`config.mk`:
```
export PLATFORM = sky130hd
export DESIGN_NAME = memStage
export DESIGN_NICKNAME = d
export VERILOG_FILES = /design/src/lsuPkg.sv /design/src/pteCheck.sv /design/src/loadAgu.sv /design/src/storeAgu.sv /design/src/pageWalker.sv /design/src/memStage.sv
export SDC_FILE = /design/constraint.sdc
export NUM_CORES = 1
export LEC_CHECK = 0
export ABC_AREA = 1
export BUFFER_PORTS_ARGS = -buffer_cell sky130_fd_sc_hd__buf_2
export CORE_UTILIZATION = 40
export CTS_BUF_LIST = sky130_fd_sc_hd__clkbuf_4
export DETAILED_ROUTE_END_ITERATION = 10
export GPL_ROUTABILITY_DRIVEN = 0
export SLEW_MARGIN = 25
export SYNTH_ARGS = -nofsm -noshare
export SYNTH_HDL_FRONTEND = slang
export SYNTH_SLANG_ARGS = --single-unit
```
`constraint.sdc`:
```
create_clock -name clk -period 9.55 [get_ports clk]
set_clock_uncertainty 0.1 [all_clocks]
set_input_delay 1.91 -clock clk [delete_from_list [all_inputs] [get_ports clk]]
set_output_delay 1.91 -clock clk [all_outputs]
set_load 0.005 [all_outputs]
```
`src/lsuPkg.sv`:
```
package lsuPkg;

    typedef logic [31:0] vaddrT;
    typedef logic [33:0] paddrT;
    typedef logic [21:0] ppnT;
    typedef logic [31:0] pteT;
    typedef logic [31:0] wordT;
    typedef logic [6:0]  tagT;

    typedef enum logic [2:0] {LB, LH, LW, LBU, LHU} loadOpE;

    // Atomics sit above SW, so opcode >= AMOSWAP picks them out
    typedef enum logic [3:0] {
        SB, SH, SW,
        AMOSWAP, AMOADD, AMOXOR, AMOAND, AMOOR,
        AMOMIN, AMOMAX, AMOMINU, AMOMAXU
    } storeOpE;

    typedef enum logic [1:0] {
        excNone, excMisalign, excAccessFault, excPageFault
    } aguExcE;

    typedef enum logic [1:0] {
        privUser  = 2'b00,
        privSuper = 2'b01
    } privE;

    typedef enum logic [1:0] {walkIdle, walkLevel1, walkLevel0, walkDone} walkStateE;

    typedef enum logic [1:0] {aguIdle, aguWalking, aguResult} aguStateE;

    localparam int PTE_V = 0;
    localparam int PTE_R = 1;
    localparam int PTE_W = 2;
    localparam int PTE_X = 3;
    localparam int PTE_U = 4;
    localparam int PTE_A = 6;
    localparam int PTE_D = 7;

    localparam int PAGE_BITS = 12;

    // Physical address bits from here up must be zero
    localparam int LEGAL_TOP = 31;

endpackage

```
`src/pteCheck.sv`:
```
module pteCheck #(
    parameter bit isStore = 1'b0
) (
    input  lsuPkg::pteT    pte,
    input  logic           isSuper,
    input  logic           walkFault,
    input  lsuPkg::vaddrT  vaddr,
    input  lsuPkg::privE   priv,
    input  logic           sum,
    input  logic           mxr,
    output lsuPkg::paddrT  paddr,
    output lsuPkg::aguExcE except
);
    import lsuPkg::*;

    ppnT  ppn;
    logic canAccess;
    logic badPerm;

    assign ppn = pte[31:10];

    always_comb begin
        if (isSuper)
            paddr = {ppn[21:10], vaddr[PAGE_BITS+9:0]};  // 4 MiB page
        else
            paddr = {ppn, vaddr[PAGE_BITS-1:0]};
    end

    // Stores need R and W, loads may read execute-only pages under mxr
    assign canAccess = isStore ? (pte[PTE_R] && pte[PTE_W])
                               : (pte[PTE_R] || (mxr && pte[PTE_X]));

    assign badPerm = walkFault || !canAccess || !pte[PTE_A]
                  || (isStore && !pte[PTE_D])
                  || (priv == privUser && !pte[PTE_U])
                  || (priv == privSuper && pte[PTE_U] && !sum)
                  || (isSuper && ppn[9:0] != '0);  // Misaligned superpage

    always_comb begin
        if (paddr[$bits(paddrT)-1:LEGAL_TOP] != '0)
            except = excAccessFault;
        else if (badPerm)
            except = excPageFault;
        else
            except = excNone;
    end

    // Walker reports either a leaf superpage or a fault, never both
    always_comb begin
        assert final ((isSuper & walkFault) !== 1'b1)
            else $error("pteCheck: superpage flagged on a faulted walk");
    end

endmodule

```
`src/loadAgu.sv`:
```
module loadAgu (
    input  logic           clk,
    input  logic           rst,
    input  logic           inValid,
    input  lsuPkg::loadOpE opcode,
    input  lsuPkg::wordT   base,
    input  logic [11:0]    imm,
    input  lsuPkg::tagT    tag,
    input  logic           hold,
    input  logic           vmEnable,
    input  lsuPkg::privE   priv,
    input  logic           sum,
    input  logic           mxr,
    input  logic           pwDone,
    input  lsuPkg::pteT    pwPte,
    input  logic           pwSuper,
    input  logic           pwFault,
    output logic           stall,
    output logic           outValid,
    output lsuPkg::paddrT  outAddr,
    output logic [1:0]     outSize,
    output logic           outSignExt,
    output lsuPkg::aguExcE outExcept,
    output lsuPkg::tagT    outTag,
    output logic           pwReq,
    output lsuPkg::vaddrT  pwVaddr
);
    import lsuPkg::*;

    aguStateE   state;
    vaddrT      addr;
    vaddrT      addrQ;
    logic [1:0] size;
    aguExcE     earlyExc;
    logic       accept;
    privE       privQ;
    logic       sumQ;
    logic       mxrQ;
    paddrT      chkAddr;
    aguExcE     chkExc;

    assign addr     = base + {{20{imm[11]}}, imm};
    assign stall    = (state == aguWalking) || (state == aguResult && hold);
    assign accept   = inValid && !stall;
    assign outValid = state == aguResult;
    assign pwReq    = state == aguWalking;
    assign pwVaddr  = addrQ;

    always_comb begin
        case (opcode)
            LB, LBU: size = 2'd0;
            LH, LHU: size = 2'd1;
            default: size = 2'd2;
        endcase

        // Alignment beats the range check
        if ((size == 2'd1 && addr[0]) || (size == 2'd2 && addr[1:0] != 2'b00))
            earlyExc = excMisalign;
        else if (!vmEnable && addr[$bits(vaddrT)-1:LEGAL_TOP] != '0)
            earlyExc = excAccessFault;
        else
            earlyExc = excNone;
    end

    pteCheck #(.isStore(1'b0)) check (
        .pte      (pwPte),
        .isSuper  (pwSuper),
        .walkFault(pwFault),
        .vaddr    (addrQ),
        .priv     (privQ),
        .sum      (sumQ),
        .mxr      (mxrQ),
        .paddr    (chkAddr),
        .except   (chkExc)
    );

    always_ff @(posedge clk) begin
        if (rst) begin
            state <= aguIdle;
        end else begin
            if (state == aguResult && !hold)
                state <= aguIdle;
            if (state == aguWalking && pwDone)
                state <= aguResult;
            if (accept)
                state <= (vmEnable && earlyExc == excNone) ? aguWalking : aguResult;
        end
    end

    always_ff @(posedge clk) begin
        if (state == aguWalking && pwDone) begin
            outAddr   <= chkAddr;
            outExcept <= chkExc;
        end
        if (accept) begin
            addrQ      <= addr;
            outAddr    <= {2'b00, addr};  // Bare address, replaced after a walk
            outSize    <= size;
            outSignExt <= opcode == LB || opcode == LH;
            outExcept  <= earlyExc;
            outTag     <= tag;
            privQ      <= priv;
            sumQ       <= sum;
            mxrQ       <= mxr;
        end
    end

    noStrayDone: assert property (@(posedge clk) disable iff (rst)
        pwDone |-> state == aguWalking)
        else $error("loadAgu: walk completion without a pending request");

endmodule

```
`src/storeAgu.sv`:
```
module storeAgu (
    input  logic            clk,
    input  logic            rst,
    input  logic            inValid,
    input  lsuPkg::storeOpE opcode,
    input  lsuPkg::wordT    base,
    input  logic [11:0]     imm,
    input  lsuPkg::wordT    srcB,
    input  lsuPkg::wordT    srcC,
    input  lsuPkg::tagT     tag,
    input  logic            hold,
    input  logic            vmEnable,
    input  lsuPkg::privE    priv,
    input  logic            sum,
    input  logic            pwDone,
    input  lsuPkg::pteT     pwPte,
    input  logic            pwSuper,
    input  logic            pwFault,
    output logic            stall,
    output logic            outValid,
    output lsuPkg::paddrT   outAddr,
    output logic [1:0]      outSize,
    output lsuPkg::aguExcE  outExcept,
    output lsuPkg::tagT     outTag,
    output logic [3:0]      outWmask,
    output lsuPkg::wordT    outData,
    output logic            pwReq,
    output lsuPkg::vaddrT   pwVaddr
);
    import lsuPkg::*;

    aguStateE   state;
    logic       isAmo;
    vaddrT      addr;
    vaddrT      addrQ;
    logic [1:0] size;
    logic [3:0] wmask;
    wordT       data;
    aguExcE     earlyExc;
    logic       accept;
    privE       privQ;
    logic       sumQ;
    paddrT      chkAddr;
    aguExcE     chkExc;

    assign isAmo    = opcode >= AMOSWAP;
    assign addr     = isAmo ? base : base + {{20{imm[11]}}, imm};  // AMOs use rs1 alone
    assign stall    = (state == aguWalking) || (state == aguResult && hold);
    assign accept   = inValid && !stall;
    assign outValid = state == aguResult;
    assign pwReq    = state == aguWalking;
    assign pwVaddr  = addrQ;

    always_comb begin
        case (opcode)
            SB:      size = 2'd0;
            SH:      size = 2'd1;
            default: size = 2'd2;
        endcase

        if ((size == 2'd1 && addr[0]) || (size == 2'd2 && addr[1:0] != 2'b00))
            earlyExc = excMisalign;
        else if (!vmEnable && addr[$bits(vaddrT)-1:LEGAL_TOP] != '0)
            earlyExc = excAccessFault;
        else
            earlyExc = excNone;
    end

    // Lane placement and AMO result
    always_comb begin
        wmask = 4'b1111;
        data  = srcB;
        case (opcode)
            SB: begin
                wmask = 4'b0001 << addr[1:0];
                data  = srcB << {addr[1:0], 3'b000};
            end
            SH: begin
                wmask = addr[1] ? 4'b1100 : 4'b0011;
                data  = srcB << {addr[1], 4'b0000};
            end
            AMOADD:  data = srcB + srcC;
            AMOXOR:  data = srcB ^ srcC;
            AMOAND:  data = srcB & srcC;
            AMOOR:   data = srcB | srcC;
            AMOMIN:  data = ($signed(srcB) < $signed(srcC)) ? srcB : srcC;
            AMOMAX:  data = ($signed(srcB) < $signed(srcC)) ? srcC : srcB;
            AMOMINU: data = (srcB < srcC) ? srcB : srcC;
            AMOMAXU: data = (srcB < srcC) ? srcC : srcB;
            default: data = srcB;  // SW and AMOSWAP
        endcase
    end

    pteCheck #(.isStore(1'b1)) check (
        .pte      (pwPte),
        .isSuper  (pwSuper),
        .walkFault(pwFault),
        .vaddr    (addrQ),
        .priv     (privQ),
        .sum      (sumQ),
        .mxr      (1'b0),
        .paddr    (chkAddr),
        .except   (chkExc)
    );

    always_ff @(posedge clk) begin
        if (rst) begin
            state <= aguIdle;
        end else begin
            if (state == aguResult && !hold)
                state <= aguIdle;
            if (state == aguWalking && pwDone)
                state <= aguResult;
            if (accept)
                state <= (vmEnable && earlyExc == excNone) ? aguWalking : aguResult;
        end
    end

    always_ff @(posedge clk) begin
        if (state == aguWalking && pwDone) begin
            outAddr   <= chkAddr;
            outExcept <= chkExc;
        end
        if (accept) begin
            addrQ     <= addr;
            outAddr   <= {2'b00, addr};
            outSize   <= size;
            outExcept <= earlyExc;
            outTag    <= tag;
            outWmask  <= wmask;
            outData   <= data;
            privQ     <= priv;
            sumQ      <= sum;
        end
    end

    // A clean store always writes at least one byte
    maskOnClean: assert property (@(posedge clk) disable iff (rst)
        outValid && outExcept == excNone |-> outWmask != 4'b0000)
        else $error("storeAgu: empty byte mask on a clean store");

endmodule

```
`src/pageWalker.sv`:
```
module pageWalker (
    input  logic          clk,
    input  logic          rst,
    input  lsuPkg::ppnT   rootPpn,
    input  logic          ldReq,
    input  lsuPkg::vaddrT ldVaddr,
    input  logic          stReq,
    input  lsuPkg::vaddrT stVaddr,
    input  lsuPkg::pteT   wbDatI,
    input  logic          wbAck,
    output logic          ldDone,
    output logic          stDone,
    output lsuPkg::pteT   pwPte,
    output logic          pwSuper,
    output logic          pwFault,
    output logic          wbCyc,
    output logic          wbStb,
    output lsuPkg::paddrT wbAdr
);
    import lsuPkg::*;

    walkStateE state;
    logic      owner;  // High while the store side owns the walk
    vaddrT     vaddrQ;
    vaddrT     reqVaddr;
    logic      invalid;
    logic      leaf;

    // Load side wins a tie
    assign reqVaddr = ldReq ? ldVaddr : stVaddr;

    // Decode of the entry on the bus
    assign invalid = !wbDatI[PTE_V] || (wbDatI[PTE_W] && !wbDatI[PTE_R]);
    assign leaf    = wbDatI[PTE_R] || wbDatI[PTE_X];

    assign ldDone = state == walkDone && !owner;
    assign stDone = state == walkDone && owner;

    always_ff @(posedge clk) begin
        if (rst) begin
            state   <= walkIdle;
            wbCyc   <= 1'b0;
            wbStb   <= 1'b0;
            pwSuper <= 1'b0;
            pwFault <= 1'b0;
        end else begin
            case (state)
                walkIdle: begin
                    if (ldReq || stReq) begin
                        owner  <= !ldReq;
                        vaddrQ <= reqVaddr;
                        wbAdr  <= {rootPpn, reqVaddr[31:22], 2'b00};
                        wbCyc  <= 1'b1;
                        wbStb  <= 1'b1;
                        state  <= walkLevel1;
                    end
                end
                walkLevel1: begin
                    if (wbAck) begin
                        wbCyc <= 1'b0;
                        wbStb <= 1'b0;
                        pwPte <= wbDatI;
                        if (invalid || leaf) begin
                            pwSuper <= !invalid;
                            pwFault <= invalid;
                            state   <= walkDone;
                        end else begin
                            // Pointer to the level-0 table
                            wbAdr <= {wbDatI[31:10], vaddrQ[21:12], 2'b00};
                            state <= walkLevel0;
                        end
                    end
                end
                walkLevel0: begin
                    if (!wbCyc) begin
                        wbCyc <= 1'b1;  // Bus idled for a cycle after the first read
                        wbStb <= 1'b1;
                    end else if (wbAck) begin
                        wbCyc   <= 1'b0;
                        wbStb   <= 1'b0;
                        pwPte   <= wbDatI;
                        pwSuper <= 1'b0;
                        pwFault <= invalid || !leaf;
                        state   <= walkDone;
                    end
                end
                default: state <= walkIdle;  // walkDone lasts one cycle
            endcase
        end
    end

    stbInCyc: assert property (@(posedge clk) disable iff (rst) wbStb |-> wbCyc)
        else $error("pageWalker: strobe outside a cycle");

    holdUntilAck: assert property (@(posedge clk) disable iff (rst)
        wbStb && !wbAck |=> wbStb && $stable(wbAdr))
        else $error("pageWalker: read dropped or moved before ack");

endmodule

```
`src/memStage.sv`:
```
module memStage (
    input  logic            clk,
    input  logic            rst,
    input  logic            vmEnable,
    input  lsuPkg::ppnT     rootPpn,
    input  lsuPkg::privE    priv,
    input  logic            sum,
    input  logic            mxr,
    input  logic            ldInValid,
    input  lsuPkg::loadOpE  ldOpcode,
    input  lsuPkg::wordT    ldBase,
    input  logic [11:0]     ldImm,
    input  lsuPkg::tagT     ldTag,
    input  logic            ldHold,
    output logic            ldStall,
    output logic            ldOutValid,
    output lsuPkg::paddrT   ldOutAddr,
    output logic [1:0]      ldOutSize,
    output logic            ldOutSignExt,
    output lsuPkg::aguExcE  ldOutExcept,
    output lsuPkg::tagT     ldOutTag,
    input  logic            stInValid,
    input  lsuPkg::storeOpE stOpcode,
    input  lsuPkg::wordT    stBase,
    input  logic [11:0]     stImm,
    input  lsuPkg::wordT    stSrcB,
    input  lsuPkg::wordT    stSrcC,
    input  lsuPkg::tagT     stTag,
    input  logic            stHold,
    output logic            stStall,
    output logic            stOutValid,
    output lsuPkg::paddrT   stOutAddr,
    output logic [1:0]      stOutSize,
    output lsuPkg::aguExcE  stOutExcept,
    output lsuPkg::tagT     stOutTag,
    output logic [3:0]      stOutWmask,
    output lsuPkg::wordT    stOutData,
    output logic            wbCyc,
    output logic            wbStb,
    output lsuPkg::paddrT   wbAdr,
    input  lsuPkg::pteT     wbDatI,
    input  logic            wbAck
);
    import lsuPkg::*;

    logic  ldPwReq;
    vaddrT ldPwVaddr;
    logic  ldPwDone;
    logic  stPwReq;
    vaddrT stPwVaddr;
    logic  stPwDone;
    pteT   pwPte;  // Walk result shared by both sides
    logic  pwSuper;
    logic  pwFault;

    loadAgu loadAgu_inst (
        .clk       (clk),
        .rst       (rst),
        .inValid   (ldInValid),
        .opcode    (ldOpcode),
        .base      (ldBase),
        .imm       (ldImm),
        .tag       (ldTag),
        .hold      (ldHold),
        .vmEnable  (vmEnable),
        .priv      (priv),
        .sum       (sum),
        .mxr       (mxr),
        .pwDone    (ldPwDone),
        .pwPte     (pwPte),
        .pwSuper   (pwSuper),
        .pwFault   (pwFault),
        .stall     (ldStall),
        .outValid  (ldOutValid),
        .outAddr   (ldOutAddr),
        .outSize   (ldOutSize),
        .outSignExt(ldOutSignExt),
        .outExcept (ldOutExcept),
        .outTag    (ldOutTag),
        .pwReq     (ldPwReq),
        .pwVaddr   (ldPwVaddr)
    );

    storeAgu storeAgu_inst (
        .clk      (clk),
        .rst      (rst),
        .inValid  (stInValid),
        .opcode   (stOpcode),
        .base     (stBase),
        .imm      (stImm),
        .srcB     (stSrcB),
        .srcC     (stSrcC),
        .tag      (stTag),
        .hold     (stHold),
        .vmEnable (vmEnable),
        .priv     (priv),
        .sum      (sum),
        .pwDone   (stPwDone),
        .pwPte    (pwPte),
        .pwSuper  (pwSuper),
        .pwFault  (pwFault),
        .stall    (stStall),
        .outValid (stOutValid),
        .outAddr  (stOutAddr),
        .outSize  (stOutSize),
        .outExcept(stOutExcept),
        .outTag   (stOutTag),
        .outWmask (stOutWmask),
        .outData  (stOutData),
        .pwReq    (stPwReq),
        .pwVaddr  (stPwVaddr)
    );

    pageWalker pageWalker_inst (
        .clk    (clk),
        .rst    (rst),
        .rootPpn(rootPpn),
        .ldReq  (ldPwReq),
        .ldVaddr(ldPwVaddr),
        .stReq  (stPwReq),
        .stVaddr(stPwVaddr),
        .wbDatI (wbDatI),
        .wbAck  (wbAck),
        .ldDone (ldPwDone),
        .stDone (stPwDone),
        .pwPte  (pwPte),
        .pwSuper(pwSuper),
        .pwFault(pwFault),
        .wbCyc  (wbCyc),
        .wbStb  (wbStb),
        .wbAdr  (wbAdr)
    );

endmodule

```
### Word-level counts from Yosys, hierarchy flattened

Index checks and enable logic that the tools add are counted.

| word-level totals | value |
|---|---|
| register bits after elaboration | 297 |
| bits of input ports | 239 |
| output and inout bits | 167 |
| word-level logic and storage cells | 238 |

| cells by class | value |
|---|---|
| $add $sub $neg | 3 |
| magnitude comparators | 3 |
| equal/unequal tests | 31 |
| shifts and indexed selects | 3 |
| multiplexer cells | 67 |
| bitwise operators | 4 |
| reductions and logical operators | 96 |

Operators by type and width:

| cell | count |
|---|---|
| 32-bit two-way mux | 12 |
| 32-bit case mux with 10 select lines | 1 |
| 34-bit two-way mux | 3 |
| 32-bit adder | 3 |
| 34-bit case mux with 2 select lines | 1 |
| 32-bit < comparator | 2 |
| 32-bit case mux with 2 select lines | 1 |
| 32-bit by 5-bit << shifter with 32-bit output | 2 |
| 2-bit two-way mux | 24 |
| 22-bit two-way mux | 2 |
| 32-bit AND | 1 |
| 32-bit bitwise OR | 1 |
| 32-bit bitwise XOR | 1 |
| 1-bit logical AND | 28 |
| 1-bit logical OR | 22 |
| 1-bit logical NOT | 18 |
| 4-bit by 3-bit equality test with 1-bit output, second input constant | 4 |
| 4-bit equality test, second input constant | 4 |
| 3-bit nonzero test | 5 |
| 2-bit by 1-bit equality test with 1-bit output, second input constant | 7 |
| 1-bit two-way mux | 14 |
| 2-bit equality test, second input constant | 6 |
| 2-bit nonzero test | 6 |
| 2-bit logical NOT | 5 |
| 23 further kinds | 34 |

### Depth between registers and ports, before layout

Gate-level depths: netlist of run 1.

| logic depth | value |
|---|---|
| depth in word-level cells | 12 |
| depth in mapped cells | 21 |
| mapped depth without buffers | 20 |

### By module

A second synthesis of run 1 with hierarchy kept.

| second synthesis, totals | value |
|---|---|
| cells, all modules | 3332 |
| area, all modules | 23329.9 um2 |

By module, submodules not included:

| module | instances | cells each | area an instance (um2) | seq. area each (um2) |
|---|---|---|---|---|
| storeAgu | 1 | 2124 | 13447.9 | 3503.4 |
| loadAgu | 1 | 745 | 5701.7 | 2482.4 |
| pageWalker | 1 | 302 | 3344.5 | 2372.3 |
| pteCheck (loadAgu_inst.check) | 1 | 81 | 420.4 | 0.0 |
| pteCheck (storeAgu_inst.check) | 1 | 80 | 415.4 | 0.0 |

### Worst setup path after synthesis of run 1

Ideal clock, no wire load.

| timing path | value |
|---|---|
| path type | input to register |
| start | input port wbDatI[1] |
| end | register pageWalker_inst.wbAdr[10], enable pin |
| library setup time | 0.594 ns |
| arrival | 7.519 ns |
| required time | 8.856 ns |
| slack | 1.336 ns |
| cell stages on the path | 6 |
| path buffers | 0 |
| path through | inv_1 a21boi_0 nand3_1 nand2_1 o21ai_0 a2111oi_0 |

| between the ends | value |
|---|---|
| longest elaborated chain between the ends | 6 |
| elaborated cells between the ends (all ways) | 7 |
| classes of those cells | eq/ne (1); reduce/logical (6) |

Ends and longest elaborated chain:

| item | line | text |
|---|---|---|
| start, declared | memStage.sv:41 | `input lsuPkg::pteT wbDatI,` |
| 1-bit logical NOT | pageWalker.sv:33 | `assign invalid = !wbDatI[PTE_V] \|\| (wbDatI[PTE_W] && !wbDatI[PTE_R]);` |
| 1-bit logical AND | pageWalker.sv:33 |  |
| 1-bit logical OR | pageWalker.sv:33 |  |
| 1-bit logical OR (*) | pageWalker.sv:63 | `if (invalid \|\| leaf) begin` |
| 2-bit != test (no line) (*) | - |  |
| 5-bit AND reduction (no line) (*) | - |  |
| end signal, assigned | pageWalker.sv:52 | `wbAdr <= {rootPpn, reqVaddr[31:22], 2'b00};` |
| end signal, assigned | pageWalker.sv:69 | `wbAdr <= {wbDatI[31:10], vaddrQ[21:12], 2'b00};` |
| end, declared | pageWalker.sv:18 | `output lsuPkg::paddrT wbAdr` |

Mark *: on every way between the ends. The rest lies on a longest branch, timed or not.
A chain may end at the register's enable or synchronous reset.

### Worst setup path in the final report of run 1

| timing path | value |
|---|---|
| start | input port stSrcB[11] |
| end | register storeAgu_inst.outData[6], data pin |

| between the ends | value |
|---|---|
| longest elaborated chain between the ends | 3 |
| elaborated cells between the ends (all ways) | 7 |
| classes of those cells | order compare (2); mux (5) |

Ends and longest elaborated chain:

| item | line | text |
|---|---|---|
| start, declared | memStage.sv:26 | `input lsuPkg::wordT stSrcB,` |
| 32-bit < comparator, on equally long branches | - |  |
| 32-bit two-way mux, on equally long branches | - |  |
| 32-bit case mux with 10 select lines (*) | storeAgu.sv:73 | `case (opcode)` |
| named net storeAgu_inst.data[6] | storeAgu.sv:38 | `wordT data;` |
| end signal, assigned | storeAgu.sv:131 | `outData <= data;` |
| end, declared | storeAgu.sv:26 | `output lsuPkg::wordT outData,` |

The timed path passes the listed nets; every way through them passes the cells marked *.

==> run metrics, run 1 <==
cells after synthesis 2934; Syn Area/Cell 7.29 sq um; yosys synthesis warning count 0; P_sw 1460 uW; clock-pin slew on the worst setup and hold paths 0.06 ns; Rows 84; final worst-path cycle share 0.537; slew of the pin with the lowest slew margin 1.01 ns; cell taking the most area after synthesis edfxtp_1; # DRC 0; H-tree depth 3; CP Max Fanout 38; Post CTS Setup Buffer Count 0; Final ANT Viol Nets 0; critical path class input pin to flop; ratio of cells with drive above 1 in the final layout 0.179; flops & latches, synth 279; crit start category input pin; power per cell area 161 nW/um^2; Clk Tree Root Cell clkbuf_4; status complete, no violations; Switching Share 0.361; overall routing resource usage 0.283; post-synthesis async set-or-reset flop share 0; port bufs 400; worst hold path type flop to flop; Syn-to-layout area delta 17.4%; CTS tree done; Max Cap Viol 0; nets 3759; Pint 2580 uW; first-pass GRT wire length 117000 microns; Req. time, crit path 10.08 ns; Die Y 233 microns; Crit. End Element flop; WL final 79100 microns; Synth cell types 51; Top Ports 406; largest cells by area after synthesis edfxtp_1 37%, nand2_1 16%, ha_1 9.5%; slew margin rel. 0.324; Most used DFF post-synth edfxtp_1; Sum Neg Setup Slack 0 ns; Slew Viols, Final 0; Vias/cell 5.40; Initial DRT Pass Iterations 8; Leak 0.0120 uW; Max Clock Freq 0.195 GHz; total core area 52700 sq um; placed wire-length estimate 59600 microns; post_cts resized 0; clk_lat worst skew 0.78 ns; Gate power share 0.305; hold slack 0.369 ns; largest net degree at the start of global routing 77; DR WL/cell 19.2 microns; Yosys top cell area share 0.372; starting density of the core 0.406; critical path arrival 5.66 ns; clock buffer depth 3; Clk pwr share 0.287; Seq/Total Area, Yosys 0.385; commonest non-fill, non-tap cell in the layout nand2_1; vias in the first global route 20830; Seq pwr share 0.408; TritonCTS buffer count 82; initial antenna violation count 10; Die Wd 233 microns; unrepaired setup endpoints after global routing false; grt ovf 0; DR vias 22210; die area 54400 sq um; synthesized area 21400 sq um; Peak supply drop 77.9 uV; number of flops mapped to enable cells by yosys 265; most frequent cells in the layout 932 x nand2_1, 400 x buf_2, 308 x nor2_1; Tmin final 5.13 ns; # hold bufs at CTS 0; setup violators final 0; DRT iter0 DRCs 2139; Clock Sinks 279; Hold Fails Final Rpt 0
-- power by group through the flow --
stage               combinational [uW]  sequential [uW]  clock [uW]
global placement                  1200             1670           0
floorplan                          726             1670           0
finish                            1230             1650        1160
detailed placement                1220             1680           0
CTS                               1220             1650        1210
global route                      1360             1670        1270
-- worst paths after layout --
check | from | end | slack [ns] | cells past startpoint
min | storeAgu_inst.outAddr[33] | storeAgu_inst.outAddr[33] | 0.37 | 2
max | stSrcB[11] | storeAgu_inst.outData[6] | 4.42 | 17
min reg2reg | storeAgu_inst.outAddr[33] | storeAgu_inst.outAddr[33] | 0.37 | 2
max reg2reg | loadAgu_inst.state[0] | loadAgu_inst.state[0] | 5.75 | 10
-- layout make-up --
type / instances / area (sq um)
fill: 5345 / 27600
antenna: 7 / 17.5
inverter: 312 / 1170
clock buffer: 121 / 908
clock inverter: 25 / 148
multi-input combinational: 2258 / 11600
tap: 688 / 861
timing repair buffer: 421 / 2160
sequential: 279 / 8240
-- state kept, by name (all words and copies together), names as in the netlist, 4 cells and up --
name / count
loadAgu_inst.outAddr: 34
storeAgu_inst.outAddr: 34
loadAgu_inst.pwVaddr: 32
pageWalker_inst.wbAdr: 32
storeAgu_inst.outData: 32
storeAgu_inst.pwVaddr: 32
pageWalker_inst.pwPte: 28
pageWalker_inst.vaddrQ: 10
loadAgu_inst.outTag: 7
storeAgu_inst.outTag: 7
storeAgu_inst.outWmask: 4
-- through the flow --
step / setup slack, ns / std cells / power (uW) / util / area, sq um
final: 4.42 / 4111 / 4050 / 0.477 / 25100
after global routing: 4.35 / 4109 / 4300 / 0.477 / 25100
after CTS: 4.63 / 4104 / 4090 / 0.476 / 25100
after detailed placement: 3.73 / 3958 / 2890 / 0.456 / 24000
after global placement: 3.79 / 3958 / 2870 / 0.456 / 24000
after floorplan: 1.34 / 2935 / 2390 / - / 21400
-- cell families after synthesis --
family | synth area share
adders and majority gates | 0.0982
AOI/OAI and AO/OA | 0.117
DFF | 0.385
buffers and inverters | 0.0744
other | 0.000175
xor gates and xnor gates | 0.0135
and+or+nand+nor | 0.311
-- synthesized netlist by cell type, drive strengths merged (2+ instances only) --
library cell and number:
nand3b 6, ha 163, nor3 28, xor2 25, edfxtp 265, a21o 11, a21oi 168, a221oi 7
nand2 940, nand4 29, and2 11, a31oi 27, o22ai 5, dfxtp 14, o211ai 17, nand3 245
o21a 9, clkbuf 48, o21ai 165, a21boi 9, o221ai 4, fa 3, nor2 314, clkinv 5
o21bai 11, a311oi 2, buf 38, inv 307, nor4 11, or2 26, a211oi 5, o221a 3
xnor2 8
-- critical path, cell delays in order --
cell and delay [ns]:
buf_2 0.19, inv_1 0.07, ha_1 0.41, nor2_1 0.25, nand3_1 0.11, nor3_1 0.16
nand2_1 0.07, nand2_1 0.15, nand2_1 0.09, buf_4 0.24, nand3_2 0.12, nand2_2 0.52
nor2_2 0.95, nand2_1 0.10, nand3_1 0.11, nor2_1 0.05, nor2_1 0.14
-- metal layers --
metal  routed length [microns]  track usage
met2                     37600        0.479
met4                      3770        0.150
met5                        32            0
met1                     30700        0.343
met3                      6950       0.0482
(Power assumes the default switching activity.)
==> run 2, diff against run 1 <==
Clock period 9.55 ns to 4.8 ns, I/O delays scaled along.
==> run metrics, run 2 (synthesized netlist as in run 1, its figures left out) <==
DRT iter0 DRCs 1998 (-6.6%); slew of the pin with the lowest slew margin 1.08 ns (+0.0689 ns); Syn-to-layout area delta 18.1%; starting density of the core 0.406 (unchanged); Leak 0.0121 uW (+0.65%); Slowest-stage cell, CP nor2_2; initial antenna violation count 8 (-2); DR WL/cell 19.2 microns (about the same); design area 25300 sq um (+0.61%); Initial DRT Pass Iterations 6 (-2); DR vias 22296 (+0.39%); total core area 52700 sq um (unchanged); Post CTS Setup Buffer Count 0 (unchanged); worst path cell trace buf_2 > inv_1 > ha_1 > nor2_1 > nand2_1 > nor3_1 > nand2_1 > nand2_1 > nand2_1 > buf_4 > nand3_2 > nand2_2 > nor2_2 > nand2_1 > nand3_1 > nor2_1 > nor2_1; Buf/Inv on CP 3 (unchanged); critical path class input pin to flop; H-tree depth 3 (unchanged); vias in the first global route 21117 (+1.4%); post_cts resized 0 (unchanged); # DRC 0 (unchanged); critical path arrival 4.41 ns (-1.25 ns); Area after DPL 24200 sq um (+0.90%); Worst path top cell family by delay simple AND/OR/NAND/NOR gates; Crit. path cell count 17 (unchanged); Hold Fails Final Rpt 0 (unchanged); setup violators final 0 (unchanged); Reg area 8240 sq um (unchanged); Crit. End Element flop; Req. time, crit path 5.27 ns (-4.81 ns); cells on worst reg2reg path 5 (-5); Clock Sinks 279 (unchanged); placed wire-length estimate 61300 microns (+2.8%); area of the multi-input gates 11600 sq um (+0.20%); worst hold path type input pin to flop; power per cell area 316 nW/um^2 (+96%); Largest stage delay, worst path 0.88 ns (-0.07 ns); Max Cap Viol 0 (unchanged); Slew Viols, Final 0 (unchanged); die area 54400 sq um (unchanged); Sum Neg Setup Slack 0 ns (unchanged); grt ovf 0 (unchanged); Peak supply drop 149 uV (+91%); Final ANT Viol Nets 0 (unchanged); unrepaired setup endpoints after global routing false; Clk Tree Root Cell clkbuf_4; status complete, no violations; Die Y 233 microns (unchanged); final worst-path cycle share 0.821; Top Ports 406 (unchanged); nets 3783 (+0.64%); overall routing resource usage 0.284 (+0.000720); # hold bufs at CTS 0 (unchanged); ratio of cells with drive above 1 in the final layout 0.182 (+0.00279); GR Util met2 0.475 (-0.00343); Die Wd 233 microns (unchanged); slew margin rel. 0.275 (-0.0486); fill cell count 5388 (+0.80%); first-pass GRT wire length 118000 microns (about the same); commonest non-fill, non-tap cell in the layout nand2_1; Tmin final 3.94 ns; port bufs 400 (unchanged); CTS tree done; crit start category input pin; clk_lat worst skew 0.77 ns (about the same); CP dominant cell by count nand2_1; biggest regs loadAgu_inst.outAddr (34), storeAgu_inst.outAddr (34); hold slack 0.245 ns (-0.124 ns); WL final 79400 microns (+0.40%); Top Usage Layer GRT met2; most frequent cells in the layout 932 x nand2_1, 400 x buf_2, 307 x nor2_1; final core occ 0.480 (+0.00290); met1 usage 0.340 (-0.00270); Hold Path Stages 1 (-1); CP Max Fanout 19 (-50%); TritonCTS buffer count 80 (-2.4%); clock-pin slew on the worst setup and hold paths 0.06 ns (about the same); largest net degree at the start of global routing 81 (+5.2%); Max Clock Freq 0.254 GHz; routing usage on met3 0.0487 (+0.000488); Rows 84 (unchanged); Vias/cell 5.40 (about the same); clock buffer depth 3 (unchanged)
[run 2: cell count changes in the layout (fill, tap and decap cells not counted), moves of 2 or more]
| cell | delta |
|---|---|
| clkinv_2 | -2 |
| clkbuf_4 | -11 |
| diode_2 | -3 |
| clkinv_1 | +6 |
| buf_4 | +25 |
[run 2: layout make-up]
type,count,share of cell area
diodes,4,0.000396
clock buffers,110,0.0327
clock inverters,29,0.00619
inverters,312,0.0466
multi-input cells,2258,0.460
flip-flops and latches,279,0.326
well taps,688,0.0341
repair buffers,447,0.0938
[run 2: per-layer routing]
metal | vias to the layer above | share of wire | wire length [microns]
met3 | 243 | 0.082 | 6550
li1 | 10701 | - | -
met1 | 10283 | 0.39 | 31000
met5 | - | 0.00064 | 51
met2 | 1061 | 0.47 | 37300
met4 | 8 | 0.056 | 4450
[run 2: power by group]
group,switching [uW],total (uW),internal (uW)
clock network,1090,2210,1120
registers,154,3290,3130
logic,1670,2490,818
total,2920,7990,5070
[run 2: path summary, 6_finish.rpt]
check / startpoint / endpoint / slack (ns)
worst min register to register: pageWalker_inst.wbStb / pageWalker_inst.wbStb / 0.37
worst min-delay path: stTag[3] / storeAgu_inst.outTag[3] / 0.25
worst max-delay path: stSrcB[14] / storeAgu_inst.outData[12] / 0.86
worst max register to register: pageWalker_inst.state[1] / pageWalker_inst.wbAdr[10] / 2.00
[run 2: metrics by stage]
stage | setup slack (ns) | cells | power, uW
detailed placement | 0.269 | 3984 | 5790
CTS | 1.13 | 4123 | 8040
global placement | 0.355 | 3984 | 5750
finish | 0.859 | 4127 | 7990
global route | 0.878 | 4126 | 8480
floorplan | 0.272 | 2935 | 4760
